<file path="src/hw/clock_pkg.sv">
package clock_pkg;

	// ----------------------------------------
	// widths with a meaning
	// ----------------------------------------
	typedef logic [6:0] field_val_t;	// one two-digit field, 0..99
	typedef logic [3:0] digit_t;		// one decimal digit
	typedef logic [6:0] seg_t;			// a..g from msb down, active high
	typedef logic [5:0] digit_sel_t;	// active-low digit enables

	localparam int CSEC_PER_SEC = 100;
	localparam int N_DIGITS = 6;

	// ----------------------------------------
	// state machines
	// ----------------------------------------
	typedef enum logic [1:0] {
		MODE_CLOCK,
		MODE_SETUP,
		MODE_ALARM,
		MODE_STOPW
	} mode_t;

	typedef enum logic [1:0] {
		POS_SEC,
		POS_MIN,
		POS_HR
	} field_t;

	// ----------------------------------------
	// bundles between blocks
	// ----------------------------------------
	typedef struct packed {
		field_val_t hr;
		field_val_t min;
		field_val_t sec;
	} hms_t;

	typedef struct packed {
		field_val_t min;
		field_val_t sec;
		field_val_t csec;
	} sw_time_t;

	// one bit per panel button
	typedef struct packed {
		logic mode;
		logic pos;
		logic inc;
		logic alarm;
		logic sw_run;
		logic sw_clr;
	} btn_t;

	typedef struct packed {
		logic csec;
		logic sec;
		logic scan;
	} tick_t;

	typedef struct packed {
		mode_t  mode;
		field_t pos;
		logic   inc;		// pulse
		logic   alarm_en;	// level
		logic   sw_run;		// level
		logic   sw_clr;		// pulse
	} ctrl_t;

endpackage

</file>
<file path="src/hw/wrap_cnt.sv">
`timescale 1ns/1ps

module wrap_cnt import clock_pkg::*; #(
	parameter int MAX = 59
) (
	input  logic       clk,
	input  logic       rst_n,
	input  logic       i_clr,
	input  logic       i_inc,
	output field_val_t o_val,
	output logic       o_wrap
);

	logic at_max;

	assign at_max = (o_val == field_val_t'(MAX));
	assign o_wrap = i_inc && at_max;	// carry to the next field

	always_ff @(posedge clk or negedge rst_n) begin
		if (!rst_n) begin
			o_val <= '0;
		end else if (i_clr) begin
			o_val <= '0;
		end else if (i_inc) begin
			o_val <= at_max ? '0 : o_val + 1'b1;
		end
	end

	a_val_range: assert property (@(posedge clk) disable iff (!rst_n) o_val <= MAX);

endmodule

</file>
<file path="src/hw/tick_gen.sv">
`timescale 1ns/1ps

module tick_gen import clock_pkg::*; #(
	parameter int CLK_PER_CSEC = 500000,
	parameter int CLK_PER_SCAN = 2500
) (
	input  logic  clk,
	input  logic  rst_n,
	output tick_t o_tick
);

	localparam int CW = $clog2(CLK_PER_CSEC + 1);
	localparam int SW = $clog2(CLK_PER_SCAN + 1);

	logic [CW-1:0] csec_cnt;
	logic [SW-1:0] scan_cnt;
	field_val_t    sec_cnt;	// csec ticks within the second
	logic          csec_hit;
	logic          sec_hit;
	logic          scan_hit;

	assign csec_hit = (csec_cnt == CW'(CLK_PER_CSEC - 1));
	assign scan_hit = (scan_cnt == SW'(CLK_PER_SCAN - 1));
	assign sec_hit  = csec_hit && (sec_cnt == field_val_t'(CSEC_PER_SEC - 1));

	always_ff @(posedge clk or negedge rst_n) begin
		if (!rst_n) begin
			csec_cnt <= '0;
			sec_cnt  <= '0;
			scan_cnt <= '0;
		end else begin
			csec_cnt <= csec_hit ? '0 : csec_cnt + 1'b1;
			scan_cnt <= scan_hit ? '0 : scan_cnt + 1'b1;
			if (csec_hit)
				sec_cnt <= sec_hit ? '0 : sec_cnt + 1'b1;
		end
	end

	assign o_tick = '{csec: csec_hit, sec: sec_hit, scan: scan_hit};

endmodule

</file>
<file path="src/hw/panel_ctrl.sv">
`timescale 1ns/1ps

module panel_ctrl import clock_pkg::*; (
	input  logic  clk,
	input  logic  rst_n,
	input  btn_t  i_btn_n,
	output ctrl_t o_ctrl
);

	btn_t   sync1_q;
	btn_t   sync2_q;
	btn_t   prev_q;
	btn_t   fall;		// one-cycle press per button
	mode_t  mode_q;
	field_t pos_q;
	logic   inc_q;
	logic   alarm_en_q;
	logic   sw_run_q;
	logic   sw_clr_q;

	function automatic mode_t next_mode(input mode_t m);
		case (m)
			MODE_CLOCK: next_mode = MODE_SETUP;
			MODE_SETUP: next_mode = MODE_ALARM;
			MODE_ALARM: next_mode = MODE_STOPW;
			default:    next_mode = MODE_CLOCK;
		endcase
	endfunction

	function automatic field_t next_pos(input field_t p);
		case (p)
			POS_SEC: next_pos = POS_MIN;
			POS_MIN: next_pos = POS_HR;
			default: next_pos = POS_SEC;
		endcase
	endfunction

	// ----------------------------------------
	// synchronizer and edge detect
	// ----------------------------------------
	// all flops start low, so a button held through reset gives no press
	always_ff @(posedge clk or negedge rst_n) begin
		if (!rst_n) begin
			sync1_q <= '0;
			sync2_q <= '0;
			prev_q  <= '0;
		end else begin
			sync1_q <= i_btn_n;
			sync2_q <= sync1_q;
			prev_q  <= sync2_q;
		end
	end

	assign fall = prev_q & ~sync2_q;	// high-to-low

	// ----------------------------------------
	// mode, field and toggles
	// ----------------------------------------
	always_ff @(posedge clk or negedge rst_n) begin
		if (!rst_n) begin
			mode_q     <= MODE_CLOCK;
			pos_q      <= POS_SEC;
			inc_q      <= 1'b0;
			alarm_en_q <= 1'b0;
			sw_run_q   <= 1'b0;
			sw_clr_q   <= 1'b0;
		end else begin
			if (fall.mode)
				mode_q <= next_mode(mode_q);
			if (fall.pos)
				pos_q <= next_pos(pos_q);
			if (fall.alarm)
				alarm_en_q <= ~alarm_en_q;
			if (fall.sw_run)
				sw_run_q <= ~sw_run_q;
			inc_q    <= fall.inc;
			sw_clr_q <= fall.sw_clr;
		end
	end

	assign o_ctrl = '{
		mode:     mode_q,
		pos:      pos_q,
		inc:      inc_q,
		alarm_en: alarm_en_q,
		sw_run:   sw_run_q,
		sw_clr:   sw_clr_q
	};

	a_inc_pulse: assert property (@(posedge clk) disable iff (!rst_n)
		o_ctrl.inc |=> !o_ctrl.inc);
	a_clr_pulse: assert property (@(posedge clk) disable iff (!rst_n)
		o_ctrl.sw_clr |=> !o_ctrl.sw_clr);

endmodule

</file>
<file path="src/hw/time_keeper.sv">
`timescale 1ns/1ps

module time_keeper import clock_pkg::*; (
	input  logic  clk,
	input  logic  rst_n,
	input  tick_t i_tick,
	input  ctrl_t i_ctrl,
	output hms_t  o_time,
	output hms_t  o_alarm_time,
	output logic  o_alarm
);

	logic run;			// time advances outside setup
	logic set_inc;
	logic alm_inc;
	logic sec_wrap;
	logic min_wrap;
	logic t_sec_inc;
	logic t_min_inc;
	logic t_hr_inc;

	assign run     = (i_ctrl.mode != MODE_SETUP);
	assign set_inc = (i_ctrl.mode == MODE_SETUP) && i_ctrl.inc;
	assign alm_inc = (i_ctrl.mode == MODE_ALARM) && i_ctrl.inc;

	// carry chain while running, selected field only in setup
	assign t_sec_inc = run ? i_tick.sec : set_inc && (i_ctrl.pos == POS_SEC);
	assign t_min_inc = run ? sec_wrap   : set_inc && (i_ctrl.pos == POS_MIN);
	assign t_hr_inc  = run ? min_wrap   : set_inc && (i_ctrl.pos == POS_HR);

	// ----------------------------------------
	// time of day
	// ----------------------------------------
	wrap_cnt #(.MAX(59)) u_sec (
		.clk    (clk),
		.rst_n  (rst_n),
		.i_clr  (1'b0),
		.i_inc  (t_sec_inc),
		.o_val  (o_time.sec),
		.o_wrap (sec_wrap)
	);

	wrap_cnt #(.MAX(59)) u_min (
		.clk    (clk),
		.rst_n  (rst_n),
		.i_clr  (1'b0),
		.i_inc  (t_min_inc),
		.o_val  (o_time.min),
		.o_wrap (min_wrap)
	);

	wrap_cnt #(.MAX(23)) u_hr (
		.clk    (clk),
		.rst_n  (rst_n),
		.i_clr  (1'b0),
		.i_inc  (t_hr_inc),
		.o_val  (o_time.hr),
		.o_wrap ()				// day rolls over silently
	);

	// ----------------------------------------
	// alarm time, no carry between fields
	// ----------------------------------------
	wrap_cnt #(.MAX(59)) u_alm_sec (
		.clk    (clk),
		.rst_n  (rst_n),
		.i_clr  (1'b0),
		.i_inc  (alm_inc && (i_ctrl.pos == POS_SEC)),
		.o_val  (o_alarm_time.sec),
		.o_wrap ()
	);

	wrap_cnt #(.MAX(59)) u_alm_min (
		.clk    (clk),
		.rst_n  (rst_n),
		.i_clr  (1'b0),
		.i_inc  (alm_inc && (i_ctrl.pos == POS_MIN)),
		.o_val  (o_alarm_time.min),
		.o_wrap ()
	);

	wrap_cnt #(.MAX(23)) u_alm_hr (
		.clk    (clk),
		.rst_n  (rst_n),
		.i_clr  (1'b0),
		.i_inc  (alm_inc && (i_ctrl.pos == POS_HR)),
		.o_val  (o_alarm_time.hr),
		.o_wrap ()
	);

	// sticky until the enable drops
	always_ff @(posedge clk or negedge rst_n) begin
		if (!rst_n)
			o_alarm <= 1'b0;
		else if (!i_ctrl.alarm_en)
			o_alarm <= 1'b0;
		else if (o_time == o_alarm_time)
			o_alarm <= 1'b1;
	end

	a_alarm_off: assert property (@(posedge clk) disable iff (!rst_n)
		!i_ctrl.alarm_en |=> !o_alarm);

endmodule

</file>
<file path="src/hw/stopwatch.sv">
`timescale 1ns/1ps

module stopwatch import clock_pkg::*; (
	input  logic     clk,
	input  logic     rst_n,
	input  tick_t    i_tick,
	input  ctrl_t    i_ctrl,
	output sw_time_t o_sw
);

	logic csec_wrap;
	logic sec_wrap;

	wrap_cnt #(.MAX(99)) u_csec (
		.clk    (clk),
		.rst_n  (rst_n),
		.i_clr  (i_ctrl.sw_clr),
		.i_inc  (i_ctrl.sw_run && i_tick.csec),
		.o_val  (o_sw.csec),
		.o_wrap (csec_wrap)
	);

	wrap_cnt #(.MAX(59)) u_sec (
		.clk    (clk),
		.rst_n  (rst_n),
		.i_clr  (i_ctrl.sw_clr),
		.i_inc  (csec_wrap),
		.o_val  (o_sw.sec),
		.o_wrap (sec_wrap)
	);

	// minutes roll back to zero after 59
	wrap_cnt #(.MAX(59)) u_min (
		.clk    (clk),
		.rst_n  (rst_n),
		.i_clr  (i_ctrl.sw_clr),
		.i_inc  (sec_wrap),
		.o_val  (o_sw.min),
		.o_wrap ()
	);

endmodule

</file>
<file path="src/hw/display_scan.sv">
`timescale 1ns/1ps

module display_scan import clock_pkg::*; (
	input  logic       clk,
	input  logic       rst_n,
	input  tick_t      i_tick,
	input  ctrl_t      i_ctrl,
	input  hms_t       i_time,
	input  hms_t       i_alarm_time,
	input  sw_time_t   i_sw,
	output seg_t       o_seg,
	output digit_sel_t o_seg_enb
);

	logic [2:0] idx_q;		// digit being driven
	logic [2:0] idx_nxt;
	hms_t       shown;
	field_val_t fld;
	digit_t     dig;

	function automatic seg_t seg_decode(input digit_t d);
		case (d)
			4'd0:    seg_decode = 7'b111_1110;
			4'd1:    seg_decode = 7'b011_0000;
			4'd2:    seg_decode = 7'b110_1101;
			4'd3:    seg_decode = 7'b111_1001;
			4'd4:    seg_decode = 7'b011_0011;
			4'd5:    seg_decode = 7'b101_1011;
			4'd6:    seg_decode = 7'b101_1111;
			4'd7:    seg_decode = 7'b111_0000;
			4'd8:    seg_decode = 7'b111_1111;
			4'd9:    seg_decode = 7'b111_1011;
			default: seg_decode = 7'b000_0000;	// blank
		endcase
	endfunction

	// ----------------------------------------
	// content by mode
	// ----------------------------------------
	always_comb begin
		case (i_ctrl.mode)
			MODE_ALARM: shown = i_alarm_time;
			MODE_STOPW: shown = '{hr: i_sw.min, min: i_sw.sec, sec: i_sw.csec};
			default:    shown = i_time;		// clock and setup
		endcase
	end

	// ----------------------------------------
	// scan position and digit split
	// ----------------------------------------
	always_comb begin
		if (!i_tick.scan)
			idx_nxt = idx_q;
		else if (idx_q == 3'(N_DIGITS - 1))
			idx_nxt = 3'd0;
		else
			idx_nxt = idx_q + 3'd1;
	end

	always_comb begin
		case (idx_nxt[2:1])
			2'd0:    fld = shown.sec;
			2'd1:    fld = shown.min;
			default: fld = shown.hr;
		endcase
	end

	// odd digits carry the tens
	assign dig = idx_nxt[0] ? digit_t'(fld / 7'd10) : digit_t'(fld % 7'd10);

	always_ff @(posedge clk or negedge rst_n) begin
		if (!rst_n) begin
			idx_q     <= 3'd0;
			o_seg_enb <= ~digit_sel_t'(1);
			o_seg     <= '0;
		end else begin
			idx_q     <= idx_nxt;
			o_seg_enb <= ~(digit_sel_t'(1) << idx_nxt);
			o_seg     <= seg_decode(dig);	// same cycle as the enable
		end
	end

	a_one_digit: assert property (@(posedge clk) disable iff (!rst_n)
		$onehot(~o_seg_enb));

endmodule

</file>
<file path="src/hw/digital_clock_top.sv">
`timescale 1ns/1ps

module digital_clock_top import clock_pkg::*; #(
	parameter int CLK_PER_CSEC = 500000,	// 100 Hz at 50 MHz
	parameter int CLK_PER_SCAN = 2500
) (
	input  logic       clk,
	input  logic       rst_n,
	input  btn_t       i_btn_n,
	output seg_t       o_seg,
	output digit_sel_t o_seg_enb,
	output logic       o_alarm
);

	tick_t    tick;
	ctrl_t    ctrl;
	hms_t     time_hms;
	hms_t     alarm_hms;
	sw_time_t sw_time;

	tick_gen #(
		.CLK_PER_CSEC (CLK_PER_CSEC),
		.CLK_PER_SCAN (CLK_PER_SCAN)
	) u_tick_gen (
		.clk    (clk),
		.rst_n  (rst_n),
		.o_tick (tick)
	);

	panel_ctrl u_panel_ctrl (
		.clk     (clk),
		.rst_n   (rst_n),
		.i_btn_n (i_btn_n),
		.o_ctrl  (ctrl)
	);

	time_keeper u_time_keeper (
		.clk          (clk),
		.rst_n        (rst_n),
		.i_tick       (tick),
		.i_ctrl       (ctrl),
		.o_time       (time_hms),
		.o_alarm_time (alarm_hms),
		.o_alarm      (o_alarm)
	);

	stopwatch u_stopwatch (
		.clk    (clk),
		.rst_n  (rst_n),
		.i_tick (tick),
		.i_ctrl (ctrl),
		.o_sw   (sw_time)
	);

	display_scan u_display_scan (
		.clk          (clk),
		.rst_n        (rst_n),
		.i_tick       (tick),
		.i_ctrl       (ctrl),
		.i_time       (time_hms),
		.i_alarm_time (alarm_hms),
		.i_sw         (sw_time),
		.o_seg        (o_seg),
		.o_seg_enb    (o_seg_enb)
	);

endmodule

</file>
<file path="config.mk">
export PLATFORM = sky130hd
export DESIGN_NAME = digital_clock_top
export DESIGN_NICKNAME = d
export VERILOG_FILES = /design/src/hw/clock_pkg.sv /design/src/hw/wrap_cnt.sv /design/src/hw/tick_gen.sv /design/src/hw/panel_ctrl.sv /design/src/hw/time_keeper.sv /design/src/hw/stopwatch.sv /design/src/hw/display_scan.sv /design/src/hw/digital_clock_top.sv
export SDC_FILE = /design/constraint.sdc
export NUM_CORES = 1
export LEC_CHECK = 0
export BUFFER_PORTS_ARGS = -buffer_cell sky130_fd_sc_hd__buf_2
export CAP_MARGIN = 30
export CELL_PAD_IN_SITES_DETAIL_PLACEMENT = 0
export CELL_PAD_IN_SITES_GLOBAL_PLACEMENT = 1
export CORE_MARGIN = 3
export CORE_UTILIZATION = 54
export CTS_BUF_LIST = sky130_fd_sc_hd__clkbuf_16
export DETAILED_ROUTE_END_ITERATION = 12
export PLACE_DENSITY = 0.92
export SLEW_MARGIN = 10
export SYNTH_ARGS = -nofsm -noshare
export SYNTH_HDL_FRONTEND = slang
export SYNTH_SLANG_ARGS = --single-unit
</file>
<file path="constraint.sdc">
create_clock -name clk -period 7.7 [get_ports clk]
set_clock_uncertainty 0.1 [all_clocks]
set_input_delay 0 -clock clk [delete_from_list [all_inputs] [get_ports clk]]
set_output_delay 0 -clock clk [all_outputs]
set_load 0.03 [all_outputs]
</file>
# [Word-level counts from Yosys, hierarchy flattened]
# Memory sizes are Yosys's and may differ from the RTL's. A register that Yosys moved wholly into a read port is not among the register bits.
# Index checks and enable logic that the tools add are counted.
[classes] n_shift=1 mux=30 eq_ne=22 addsub=13 div=2 n_lt_le_gt_ge=0 bitwise_logic=5 mul=0 n_reduce_logical=21
[op_table] operator="2-to-1 mux 7 bit" count=16
[op_table] operator="adder 7 x 1 -> 7 bit, second input constant" count=10
[op_table] operator="== test 7 x 6 -> 1 bit, second input constant" count=6
[op_table] operator="one-hot mux 21 bit (2 select lines)" count=1
[op_table] operator="== test 21 bit" count=1
[op_table] operator="adder 19 x 1 -> 19 bit, second input constant" count=1
[op_table] operator="== test 19 bit, second input constant" count=1
[op_table] operator="2-to-1 mux 19 bit" count=1
[op_table] operator="== test 7 x 5 -> 1 bit, second input constant" count=2
[op_table] operator="== test 7 bit, second input constant" count=2
[op_table] operator="logical AND 1 bit" count=14
[op_table] operator="one-hot mux 7 bit (2 select lines)" count=1
[op_table] operator="adder 12 x 1 -> 12 bit, second input constant" count=1
[op_table] operator="== test 12 bit, second input constant" count=1
[op_table] operator="2-to-1 mux 12 bit" count=1
[op_table] operator="inverter 6 bit" count=2
[op_table] operator="divider 7 x 4 -> 7 bit, second input constant" count=1
[op_table] operator="remainder unit 7 x 4 -> 7 bit, second input constant" count=1
[op_table] operator="bitwise AND 6 bit" count=1
[op_table] operator="== test 2 x 1 -> 1 bit, second input constant" count=3
[op_table] operator="== test 2 bit, second input constant" count=3
[op_table] operator="zero test 2 bit" count=3
[op_table] operator="2-to-1 mux 3 bit" count=2
[op_table] operator="one-hot mux 2 bit (3 select lines)" count=1
[op_table] operator="other kinds (10)" count=18
[totals] regBits=137 mem_bits_rw=0 in_bits=8 wordCells=134 latchBits=0 mem_bits_ro=112 output_inout_bits=14 memories=1
[memory_table] memory="(no name shown)" depth=16 width=7 read_ports=1 rd_clocked_by_memory_dff=1 write_ports=0 line_no="display_scan.sv:22" source="case (d)"

# [Depth between registers and ports, before layout]
# Gate-level depths: netlist of the first run.
[depth] word_depth=8 ltp_mapped=28 depth_no_buf=26

# [Modules after synthesis]
# Synthesis of the first run repeated with hierarchy kept, for this count alone.
[unflattened] cells_unflattened=893 area_unflattened_um2=8619.5
[by_module_without_submodules] module="wrap_cnt at u_stopwatch.u_min ..." cells_each=46 instances=6 seq_area_each_um2=175.2 area_per_inst_um2=419.2
[by_module_without_submodules] module="tick_gen" cells_each=180 instances=1 seq_area_each_um2=950.9 area_per_inst_um2=1878.1
[by_module_without_submodules] module="display_scan" cells_each=221 instances=1 seq_area_each_um2=406.6 area_per_inst_um2=1870.5
[by_module_without_submodules] module="panel_ctrl" cells_each=50 instances=1 seq_area_each_um2=650.6 area_per_inst_um2=863.3
[by_module_without_submodules] module="wrap_cnt at u_time_keeper.u_alm_hr ..." cells_each=39 instances=2 seq_area_each_um2=175.2 area_per_inst_um2=375.4
[by_module_without_submodules] module="wrap_cnt at u_stopwatch.u_csec" cells_each=42 instances=1 seq_area_each_um2=175.2 area_per_inst_um2=400.4
[by_module_without_submodules] module="time_keeper" cells_each=45 instances=1 seq_area_each_um2=25.0 area_per_inst_um2=335.3
[by_module_without_submodules] module="stopwatch" cells_each=1 instances=1 seq_area_each_um2=0.0 area_per_inst_um2=6.3

# [Least setup slack after synthesis of the first run]
# No wires, ideal clock.
[synth_timing] kind="register to register" start="reg u_panel_ctrl.mode_q[0]" end="reg u_display_scan.o_seg[5]" stages_incl_launch_ff=27 n_path_buf=2 path_slack_ns=2.421 arrival_ns=5.043 period_less_slack_ns=5.279 t_required_ns=7.465 setup_time_ns=0.135 path_cell_list="dfrtp_1 > inv_1 > ha_1 > buf_2 > nor2_2 > buf_2 > a21oi_1 > o211ai_1 > o2111ai_1 > a311oi_2 > nor3_1 > o31ai_1 > ha_1 > inv_1 > a31oi_2 > a2bb2oi_1 > o221ai_2 > xnor2_1 > ha_1 > a21oi_2 > or3_4 > o21ai_1 > inv_1 > ha_1 > inv_1 > nand2_1 > o21ai_0"
[synth_between] elab_chain_cells=5 word_cells_on_any_way=7 classes_between="2 x div; 2 x eq/ne; 3 x mux"
[synth_lines] item="from (decl)" line_no="panel_ctrl.sv:14" source="mode_t mode_q;"
[synth_lines] item="from (signal assigned)" line_no="panel_ctrl.sv:69" source="mode_q <= next_mode(mode_q);"
[synth_lines] item="== test 2 bit" line_no="display_scan.sv:41" source="case (i_ctrl.mode)"
[synth_lines] item="one-hot mux 21 bit (2 select lines) (*)" line_no="display_scan.sv:41"
[synth_lines] item="one-hot mux 7 bit (2 select lines) (*)" line_no="display_scan.sv:61" source="case (idx_nxt[2:1])"
[synth_lines] item="remainder unit 7 x 4 -> 7 bit or divider 7 x 4 -> 7 bit (tied branches)" line_no="display_scan.sv:69" source="assign dig = idx_nxt[0] ? digit_t'(fld / 7'd10) : digit_t'(fld % 7'd10);"
[synth_lines] item="2-to-1 mux 4 bit (*)" line_no="display_scan.sv:69"
[synth_lines] item="to (decl)" line_no="display_scan.sv:11" source="output seg_t o_seg,"
# Mark *: on every way between the ends. The rest lies on a longest branch, timed or not.
# A chain may end at the register's enable or synchronous reset.

# [Worst setup path after layout of the first run]
# Same ends and word-level chain as after synthesis.

==> impl_metrics.yaml, run 1 <==
setup_path:
  cp_slowest_cell: "nor2_2"
  start_kind: "register"
  r2r_slack_ns: 0.85
  r2r_cells: 24
  crit_family: "compound AO/OA/AOI/OAI gates"
  required_ns: 7.89
  r2r_end: "u_display_scan.o_seg[5]"
  crit_path_cell_trace: "inv_1, ha_1, nor2_2, a21oi_1, o211ai_1, o2111ai_1, a311oi_2, nor3_1, o31ai_1, ha_1, inv_1, a31oi_2, a2bb2oi_1, o221ai_2, xnor2_1, ha_1, a21oi_2, or3_4, o21ai_1, inv_1, ha_1, inv_1, nand2_1, o21ai_0"
  cp_num_buf_inv: 4
  r2r_start: "u_panel_ctrl.mode_q[0]"
  critPathMaxStageDelay_ns: 0.80
  crit_arrival_ns: 7.04
  crit_type: "register to register"
  crit_fanout: 27
  end_kind: "register"
logic_synthesis:
  seq_area_frac_synth_pct: 43.79
  avgSynthCellArea_um2: 9.766
  ys_async_sr_fraction_pct: 100.0
  ys_ff_latch: 144
  synthesis.nets: 877
  synth_cell_types: 87
  synth_ff_type: "dfrtp_1"
  syn_area_um2: 8243
  synth_edf_count: 0
  netlist_instances: 844
  ys_warn_count: 0
route:
  viasPerCell: 6.156
  dr.pass1.iters: 5
  via_count: 6470
  ant_nets: 0
  post_drt_wl_per_cell_um: 17.41
  route.detailed.drc: 0
  drtIter0Drc: 520
  routed_wl_um: 18300
timing:
  fmax_mhz: 146.0
  whs_ns: 0.1011
  finalSetupTns_ns: 0
  rsz0062_at_grt: "no"
  post-route-period-util_pct: 88.93
  finalMaxSlewViolations: 0
  fin_crit_ns: 6.848
  tightest_slew_ns: 0.9117
  max-slew-margin-rel_pct: 38.42
  finalHoldViolations: 0
  setup_viol: 0
pwr:
  seqPwrFrac_pct: 42.4
  leakagePower_nw: 3.910
  p_int_mw: 1.454
  pwr-share-clk_pct: 35.1
  power.density_nw_per_um2: 244.2
  p_switching_mw: 0.7331
  ir_drop_v: 0.0002131
  pwr-share-comb_pct: 22.6
  sw_frac_of_total_pct: 33.53
grt:
  gr-usage-met2_pct: 38.17
  grt_max_degree: 95
  grt_pass1_wl_um: 30680
  gr-usage-met3_pct: 5.070
  grt_busiest_layer: "met2"
  met1_usage_pct: 29.39
  grt_pass1_vias: 6304
  overflow: 0
  grt_usage_pct: 22.91
  antenna_found_initial: 0
floorplan:
  coreArea_um2: 14750
  rows: 44
  dieArea_um2: 16780
  dieWidth_um: 129.6
  start_util_pct: 55.87
  ios: 22
  die_h_um: 129.6
clock_network:
  cts_root_buf: "clkbuf_16"
  cts.sinks: 144
  clock_tree.htree_level_count: 4
  cts_max_path_buffers: 2
  cts_tree: "yes"
  path_clk_slew_ns: 0.06
  insertion_delay_ns: 0.43
  cts_buffers: 17
placement:
  port_buffers: 21
  globalplace.congestion: 0.9224
  dp_hpwl_um: 13000
  place_inst: 1011
layout:
  syn_to_final_growth_pct: 8.622
  layout.cells.non_filler: 1051
  final_layout_size_suffix_gt1_share_pct: 12.57
  antenna_cells: 0
  n_fill_cell: 1196
  final_nets: 887
worst_hold_path:
  holdCritPathClass: "input port to asynchronous set/reset pin"
flow_run:
  drv_cap: 0
run_status:
  outcome: "finished, final reports clean"
[power by group through the flow]
stage	logic [mW]	clock network (mW)	registers (mW)
5_1_grt	0.553	0.815	0.940
6_report	0.494	0.767	0.926
4_1_cts	0.492	0.780	0.925
2_1_floorplan	0.375	0	0.923
3_5_place_dp	0.488	0	0.938
3_3_place_gp	0.467	0	0.934
[how the worst max path moves through the flow]
stage	start	end	slack (ns)	depth (start not counted)
floorplan	u_panel_ctrl.mode_q[0]	u_display_scan.o_seg[5]	2.42	26
global placement	u_panel_ctrl.mode_q[0]	u_display_scan.o_seg[5]	1.38	24
detailed placement	u_panel_ctrl.mode_q[0]	u_display_scan.o_seg[5]	1.0	24
CTS	u_panel_ctrl.mode_q[0]	u_display_scan.o_seg[5]	0.96	24
global route	u_panel_ctrl.mode_q[0]	u_display_scan.o_seg[5]	0.31	24
finish	u_panel_ctrl.mode_q[0]	u_display_scan.o_seg[5]	0.85	24
[cell families (layout without fill, tap and decap cells)]
kind of cell,Yosys count,after routing,share of synthesized area [%]
xor gates and xnor gates,76,76,8.075
AOI/OAI and AO/OA,195,195,17.17
DFF,144,144,43.79
buffers and inverters,60,83,4.189
adders and majority gates,25,25,3.795
and+or+nand+nor,332,332,21.42
muxes,12,12,1.564
[metal layers]
| layer | routed length [um] | part of all wire (%) |
|---|---|---|
| met1 | 7974 | 44 |
| met2 | 9000 | 49 |
| met3 | 942 | 5.1 |
| met4 | 380 | 2.1 |
| met5 | 0 | 0 |
[flip-flops by register name (all words and copies together) (netlist names), 2 cells and up]
signal / cells
u_display_scan.idx_q: 3
u_time_keeper.u_sec.o_val: 7
u_time_keeper.u_hr.o_val: 7
u_time_keeper.u_alm_sec.o_val: 7
u_tick_gen.csec_cnt: 19
u_time_keeper.u_alm_min.o_val: 7
u_panel_ctrl.pos_q: 2
u_panel_ctrl.mode_q: 2
u_time_keeper.u_min.o_val: 7
u_stopwatch.u_sec.o_val: 7
u_tick_gen.sec_cnt: 7
u_time_keeper.u_alm_hr.o_val: 7
u_stopwatch.u_min.o_val: 7
u_panel_ctrl.sync2_q: 6
u_panel_ctrl.prev_q: 6
u_stopwatch.u_csec.o_val: 7
u_display_scan.o_seg: 7
u_tick_gen.scan_cnt: 12
u_panel_ctrl.sync1_q: 6
u_display_scan.o_seg_enb: 6
[placed cells by master (no fill, tap or decap), types with 8 or more instances in the layout]
master     count
inv_1         20
o211ai_1       9
dfrtp_1      139
ha_1          25
a22o_1        19
a21o_1         8
o31ai_1       11
nand2b_1      10
clkbuf_16     17
nand4_1       28
a21oi_1       41
o21ai_0       46
xnor2_1       35
nand2_1       80
a31oi_1       10
nor3_1        19
xor2_1        41
and3_1        18
buf_2         20
nand3_1       47
nor2_1        64
[area by class of cell]
| type | count | area, um2 | share of cell area (%) |
|---|---|---|---|
| clock inverter | 15 | 121.4 | 1.356 |
| sequential | 144 | 3610 | 40.32 |
| inverter | 20 | 75.07 | 0.8385 |
| timing repair buffer | 31 | 203.9 | 2.278 |
| multi-input combinational | 640 | 4288 | 47.89 |
| clock buffer | 17 | 425.4 | 4.751 |
| tap | 184 | 230.2 | 2.571 |
[stage by stage]
| stage | power, mW | utilization, % | area (um2) | setup WS, ns |
|---|---|---|---|---|
| after global routing | 2.308 | 60.69 | 8954 | 0.3116 |
| after CTS | 2.197 | 60.63 | 8946 | 0.9594 |
| after global placement | 1.401 | 56.45 | 8329 | 1.379 |
| final | 2.187 | 60.69 | 8954 | 0.8522 |
| after floorplan | 1.298 | - | 8243 | 2.421 |
| after detailed placement | 1.426 | 56.45 | 8329 | 0.9965 |
[cell usage after synthesis (all sizes together), types with 3 or more instances]
library cell / number / area (um2)
a311oi: 5 / 91.34
a31oi: 11 / 75.07
mux2: 7 / 78.83
o31ai: 13 / 107.6
nor4: 6 / 67.56
o2111ai: 4 / 47.55
dfrtp: 139 / 3478
xor2: 41 / 359.1
a22o: 20 / 176.4
or3: 8 / 55.05
nand2b: 10 / 62.56
nor4b: 6 / 67.56
nor2: 67 / 264.0
buf: 12 / 91.34
ha: 25 / 312.8
and3: 23 / 150.2
nor3b: 3 / 22.52
a21oi: 42 / 214.0
nor3: 19 / 95.09
o211ai: 9 / 67.56
xnor2: 35 / 306.5
a21o: 8 / 60.06
mux2i: 5 / 50.05
nor2b: 7 / 43.79
nand2: 82 / 317.8
and2: 9 / 57.56
clkbuf: 28 / 178.9
dfstp: 5 / 131.4
or2: 5 / 31.28
o21ai: 54 / 277.8
nand4: 29 / 196.4
and4: 7 / 62.56
inv: 19 / 71.32
a311o: 4 / 41.29
nand3: 47 / 235.2
[worst reg2reg max path, stage by stage, from the launching register on]
cell	delay, ns
dfrtp_1	0.38
inv_1	0.09
ha_1	0.50
nor2_2	0.81
a21oi_1	0.23
o211ai_1	0.14
o2111ai_1	0.19
a311oi_2	0.49
nor3_1	0.19
o31ai_1	0.35
ha_1	0.24
inv_1	0.09
a31oi_2	0.30
a2bb2oi_1	0.23
o221ai_2	0.18
xnor2_1	0.42
ha_1	0.32
a21oi_2	0.08
or3_4	0.37
o21ai_1	0.40
inv_1	0.14
ha_1	0.31
inv_1	0.05
nand2_1	0.05
o21ai_0	0.07
[timing repair]
action,CTS,global route
buffers inserted,0,0
hold endpoints to repair,99,0
hold buffers,7,0
gates resized for setup,0,0
No activity file was read; power rests on OpenSTA's default activity.
==> inputs of run 2 (changes only) <==
CORE_MARGIN = 5   (was 3)
==> run 2 against run 1 <==
Against the previous run: setup slack better by 0.054 ns; combinational power about the same; wire length shrank 1.2%; fmax increased by 0.79%; cell count rose by 0.48%; non-clock buffer count grew 1; critical endpoint unchanged; largest cell class unchanged.
==> impl_metrics.yaml, run 2 (synthesis gave the netlist of run 1 again) <==
timing:
  whs_ns: 0.05783
  tightest_slew_ns: 0.9489
  fin_crit_ns: 6.794
  finalHoldViolations: 0
  max-slew-margin-rel_pct: 35.91
  finalSetupTns_ns: 0
  finalMaxSlewViolations: 0
  post-route-period-util_pct: 88.23
  fmax_mhz: 147.2
  rsz0062_at_grt: "no"
  setup_viol: 0
floorplan:
  start_util_pct: 54.63
  coreArea_um2: 15090
  dieArea_um2: 17840
  rows: 45
  dieWidth_um: 133.6
  ios: 22
  die_h_um: 133.6
clock_network:
  postCtsSetupBuffers: 0
  cts_buffers: 17
  cts_hold_buf: 7
  insertion_delay_ns: 0.42
  cts-resized-gates: 0
  path_clk_slew_ns: 0.06
  clock_tree.htree_level_count: 4
  cts_max_path_buffers: 2
  cts_tree: "yes"
  cts.sinks: 144
  cts_root_buf: "clkbuf_16"
setup_path:
  crit_fanout: 27
  crit_path_cell_trace: "inv_1, ha_1, nor2_2, a21oi_1, o211ai_1, o2111ai_1, a311oi_2, nor3_1, o31ai_1, ha_1, inv_1, a31oi_2, a2bb2oi_1, o221ai_2, xnor2_1, ha_1, a21oi_2, or3_4, o21ai_1, inv_1, ha_1, inv_1, nand2_1, o21ai_0"
  critPathMaxStageDelay_ns: 0.79
  required_ns: 7.94
  start_kind: "register"
  end_kind: "register"
  crit_arrival_ns: 7.03
  crit_type: "register to register"
  cp_slowest_cell: "nor2_2"
route:
  via_count: 6403
  ant_nets: 0
  dr.pass1.iters: 6
  viasPerCell: 6.063
  routed_wl_um: 18090
  drtIter0Drc: 498
  route.detailed.drc: 0
  post_drt_wl_per_cell_um: 17.13
pwr:
  ir_drop_v: 0.0001585
  p_total_mw: 2.268
  leakagePower_nw: 3.938
  power.density_nw_per_um2: 250.6
layout:
  regMostFlops: "u_tick_gen.csec_cnt"
  final_nets: 888
  final_common_cell: "dfrtp_1"
  antenna_cells: 0
  final_layout_size_suffix_gt1_share_pct: 12.67
  syn_to_final_growth_pct: 9.775
  largest_register_ff_count: 19
  layout.cells.non_filler: 1056
  layout_common_cells: "dfrtp_1 (139), nand2_1 (80), nor2_1 (64)"
  final_core_util_pct: 59.97
  reg_top3: "u_tick_gen.csec_cnt x19, u_tick_gen.scan_cnt x12"
grt:
  grt_max_degree: 74
  grt_pass1_wl_um: 30620
  grt_pass1_vias: 6062
  overflow: 0
  antenna_found_initial: 0
  grt_usage_pct: 21.06
placement:
  place_inst: 1016
  globalplace.congestion: 0.8813
  port_buffers: 21
  dp_hpwl_um: 12910
flow_run:
  drv_cap: 0
run_status:
  outcome: "finished, final reports clean"
worst_hold_path:
  holdCritPathClass: "input port to asynchronous set/reset pin"
==> run 2: stage by stage <==
stage	worst slack, ns	area, um2
after floorplan	2.421	8243
after global placement	1.410	8342
after detailed placement	1.040	8342
after CTS	0.9997	9021
after global routing	0.2903	9049
final	0.9059	9049
==> run 2: area by class of cell <==
cell class | count | area [um2]
well taps | 188 | 235.2
clock inverters | 15 | 183.9
inverters | 20 | 75.07
flip-flops and latches | 144 | 3610
multi-input cells | 640 | 4288
repair buffers | 32 | 231.5
fillers | 1264 | 6041
clock buffers | 17 | 425.4
==> run 2: final timing paths <==
| path | startpoint | cells after the start | to | slack, ns |
|---|---|---|---|---|
| max | u_panel_ctrl.mode_q[0] | 24 | u_display_scan.o_seg[5] | 0.91 |
| max in group asynchronous | rst_n | 4 | u_stopwatch.u_sec.o_val[0] | 6.47 |
| min reg2reg | u_panel_ctrl.sync1_q[3] | 0 | u_panel_ctrl.sync2_q[3] | 0.25 |
| max reg2reg | u_panel_ctrl.mode_q[0] | 24 | u_display_scan.o_seg[5] | 0.91 |
| min in group clk | i_btn_n[0] | 2 | u_panel_ctrl.sync1_q[0] | 0.12 |
| min | rst_n | 2 | u_tick_gen.scan_cnt[9] | 0.06 |
==> run 2: routing by layer <==
layer / track usage, % / routed length (um) / vias to the layer above
li1: - / - / 3083
met1: 28.75 / 8164 / 3099
met2: 33.78 / 8748 / 196
met3: 4.041 / 876 / 25
met4: 7.429 / 296 / 0
met5: 0 / 0 / -
==> run 2: worst max-delay path: cells and delay by family, from the launching register on <==
family | cells | cell delay (ns)
AO/OA/AOI/OAI | 11 | 2.64
adder cells (fa/ha/maj) | 4 | 1.38
AND/OR/NAND/NOR | 4 | 1.38
flip-flops | 1 | 0.39
buffers and inverters | 4 | 0.39
XOR/XNOR | 1 | 0.39
==> run 2: power breakdown <==
group          leakage, nW  switching [mW]  internal (mW)
clock network        0.291           0.335          0.513
registers             1.87           0.100          0.828
logic                 1.78           0.306          0.186
==> inputs of run 3 (changes only) <==
BUFFER_PORTS_ARGS = -buffer_cell sky130_fd_sc_hd__buf_4   (was -buffer_cell sky130_fd_sc_hd__buf_2)
PLACE_DENSITY = not set   (was 0.92)
PLACE_DENSITY_LB_ADDON = 0.08   (was not set)
==> run 3 against run 2 <==
Against the previous run: via count did not move; sequential power increased by 0.4%; global-route usage increased by 1.3 points; register-to-register slack improved by 0.08 ns; critical endpoint unchanged; largest cell class unchanged.
==> impl_metrics.yaml, run 3 (synthesis gave the netlist of run 1 again) <==
run_status:
  outcome: "finished, final reports clean"
timing:
  fmax_mhz: 149.0
  whs_ns: 0.1156
  finalSetupTns_ns: 0
  rsz0062_at_grt: "no"
  tightest_slew_ns: 0.9754
  max-slew-margin-rel_pct: 34.97
  finalHoldViolations: 0
  finalMaxSlewViolations: 0
  post-route-period-util_pct: 87.15
  fin_crit_ns: 6.711
  setup_viol: 0
  setup_slack_ns: 0.9893
pwr:
  ir_drop_v: 0.0001697
  power.density_nw_per_um2: 245.8
  leakagePower_nw: 3.931
  p_total_mw: 2.220
layout:
  final_core_util_pct: 59.86
  final_layout_size_suffix_gt1_share_pct: 12.69
  regMostFlops: "u_tick_gen.csec_cnt"
  reg_top3: "u_tick_gen.csec_cnt x19, u_tick_gen.scan_cnt x12"
  antenna_cells: 0
  layout_common_cells: "dfrtp_1 (139), nand2_1 (80), nor2_1 (64)"
  final_common_cell: "dfrtp_1"
  layout.cells.non_filler: 1055
  stdcell_area_um2: 9032
  largest_register_ff_count: 19
  final_nets: 888
  syn_to_final_growth_pct: 9.578
clock_network:
  insertion_delay_ns: 0.42
  cts_buffers: 17
  clock_tree.htree_level_count: 4
  path_clk_slew_ns: 0.06
  postCtsSetupBuffers: 0
  cts-resized-gates: 0
  cts_root_buf: "clkbuf_16"
  cts.sinks: 144
  cts_max_path_buffers: 2
  cts_tree: "yes"
  cts_hold_buf: 7
route:
  route.detailed.drc: 0
  post_drt_wl_per_cell_um: 18.25
  routed_wl_um: 19260
  ant_nets: 0
  drtIter0Drc: 500
  dr.pass1.iters: 5
  via_count: 6403
  viasPerCell: 6.069
setup_path:
  r2r_start: "u_panel_ctrl.mode_q[1]"
  crit_arrival_ns: 6.95
  crit_fanout: 23
  end_kind: "register"
  crit_type: "register to register"
  required_ns: 7.94
  start_kind: "register"
  worstSetupStartpoint: "u_panel_ctrl.mode_q[1]"
placement:
  post-place-ws_ns: 1.163
  port_buffers: 21
  globalplace.congestion: 0.8668
  place_inst: 1016
  place_area_um2: 8392
  dp_hpwl_um: 13720
floorplan:
  ios: 22
  coreArea_um2: 15090
  start_util_pct: 54.63
  rows: 45
  dieWidth_um: 133.6
  dieArea_um2: 17840
  die_h_um: 133.6
grt:
  grt_pass1_vias: 6267
  grt_pass1_wl_um: 32220
  overflow: 0
  grt_max_degree: 88
  grt_usage_pct: 22.34
  antenna_found_initial: 0
worst_hold_path:
  holdCritPathClass: "input port to asynchronous set/reset pin"
flow_run:
  drv_cap: 0
-- run 3: area by class of cell --
class,instances,area (um2)
multi-input cells,640,4288
inverters,20,75.07
clock buffers,17,425.4
fillers,1304,6057
well taps,188,235.2
clock inverters,14,130.1
flip-flops and latches,144,3610
repair buffers,32,269.0
-- run 3: power by group --
part / internal [mW] / switching, mW
Sequential: 0.828 / 0.104
Clock: 0.447 / 0.341
Combinational: 0.193 / 0.307
Total: 1.47 / 0.752
-- run 3: worst paths after layout --
kind / endpoint / slack (ns) / depth (start not counted)
setup / recovery: u_display_scan.o_seg[5] / 0.99 / 23
hold / removal: u_panel_ctrl.prev_q[2] / 0.12 / 2
setup reg to reg: u_display_scan.o_seg[5] / 0.99 / 23
hold reg to reg: u_panel_ctrl.sync2_q[2] / 0.25 / 0
max in group asynchronous: u_time_keeper.u_alm_hr.o_val[4] / 6.13 / 3
min in group clk: u_panel_ctrl.sync1_q[3] / 0.12 / 2
-- run 3: metal layers --
metal	wire length [um]	share of wire, %	global-route usage [%]	up-vias
met5	0	0	0	-
met4	227	1.2	6.229	0
met3	945	4.9	5.400	21
met2	8978	47	35.07	151
met1	9104	47	31.12	3145
li1	-	-	-	3086
-- run 3: worst max-delay path, cell delays in order (launching register included) --
cell       delay [ns]
dfrtp_1          0.42
ha_1             0.46
nor2_2           0.81
a21oi_1          0.21
o211ai_1         0.13
o2111ai_1        0.19
a311oi_2         0.47
nor3_1           0.18
o31ai_1          0.39
ha_1             0.24
inv_1            0.08
a31oi_2          0.31
a2bb2oi_1        0.23
o221ai_2         0.18
xnor2_1          0.42
ha_1             0.32
a21oi_2          0.08
or3_4            0.38
o21ai_1          0.36
inv_1            0.12
ha_1             0.30
inv_1            0.07
nand2_1          0.04
o21ai_0          0.11
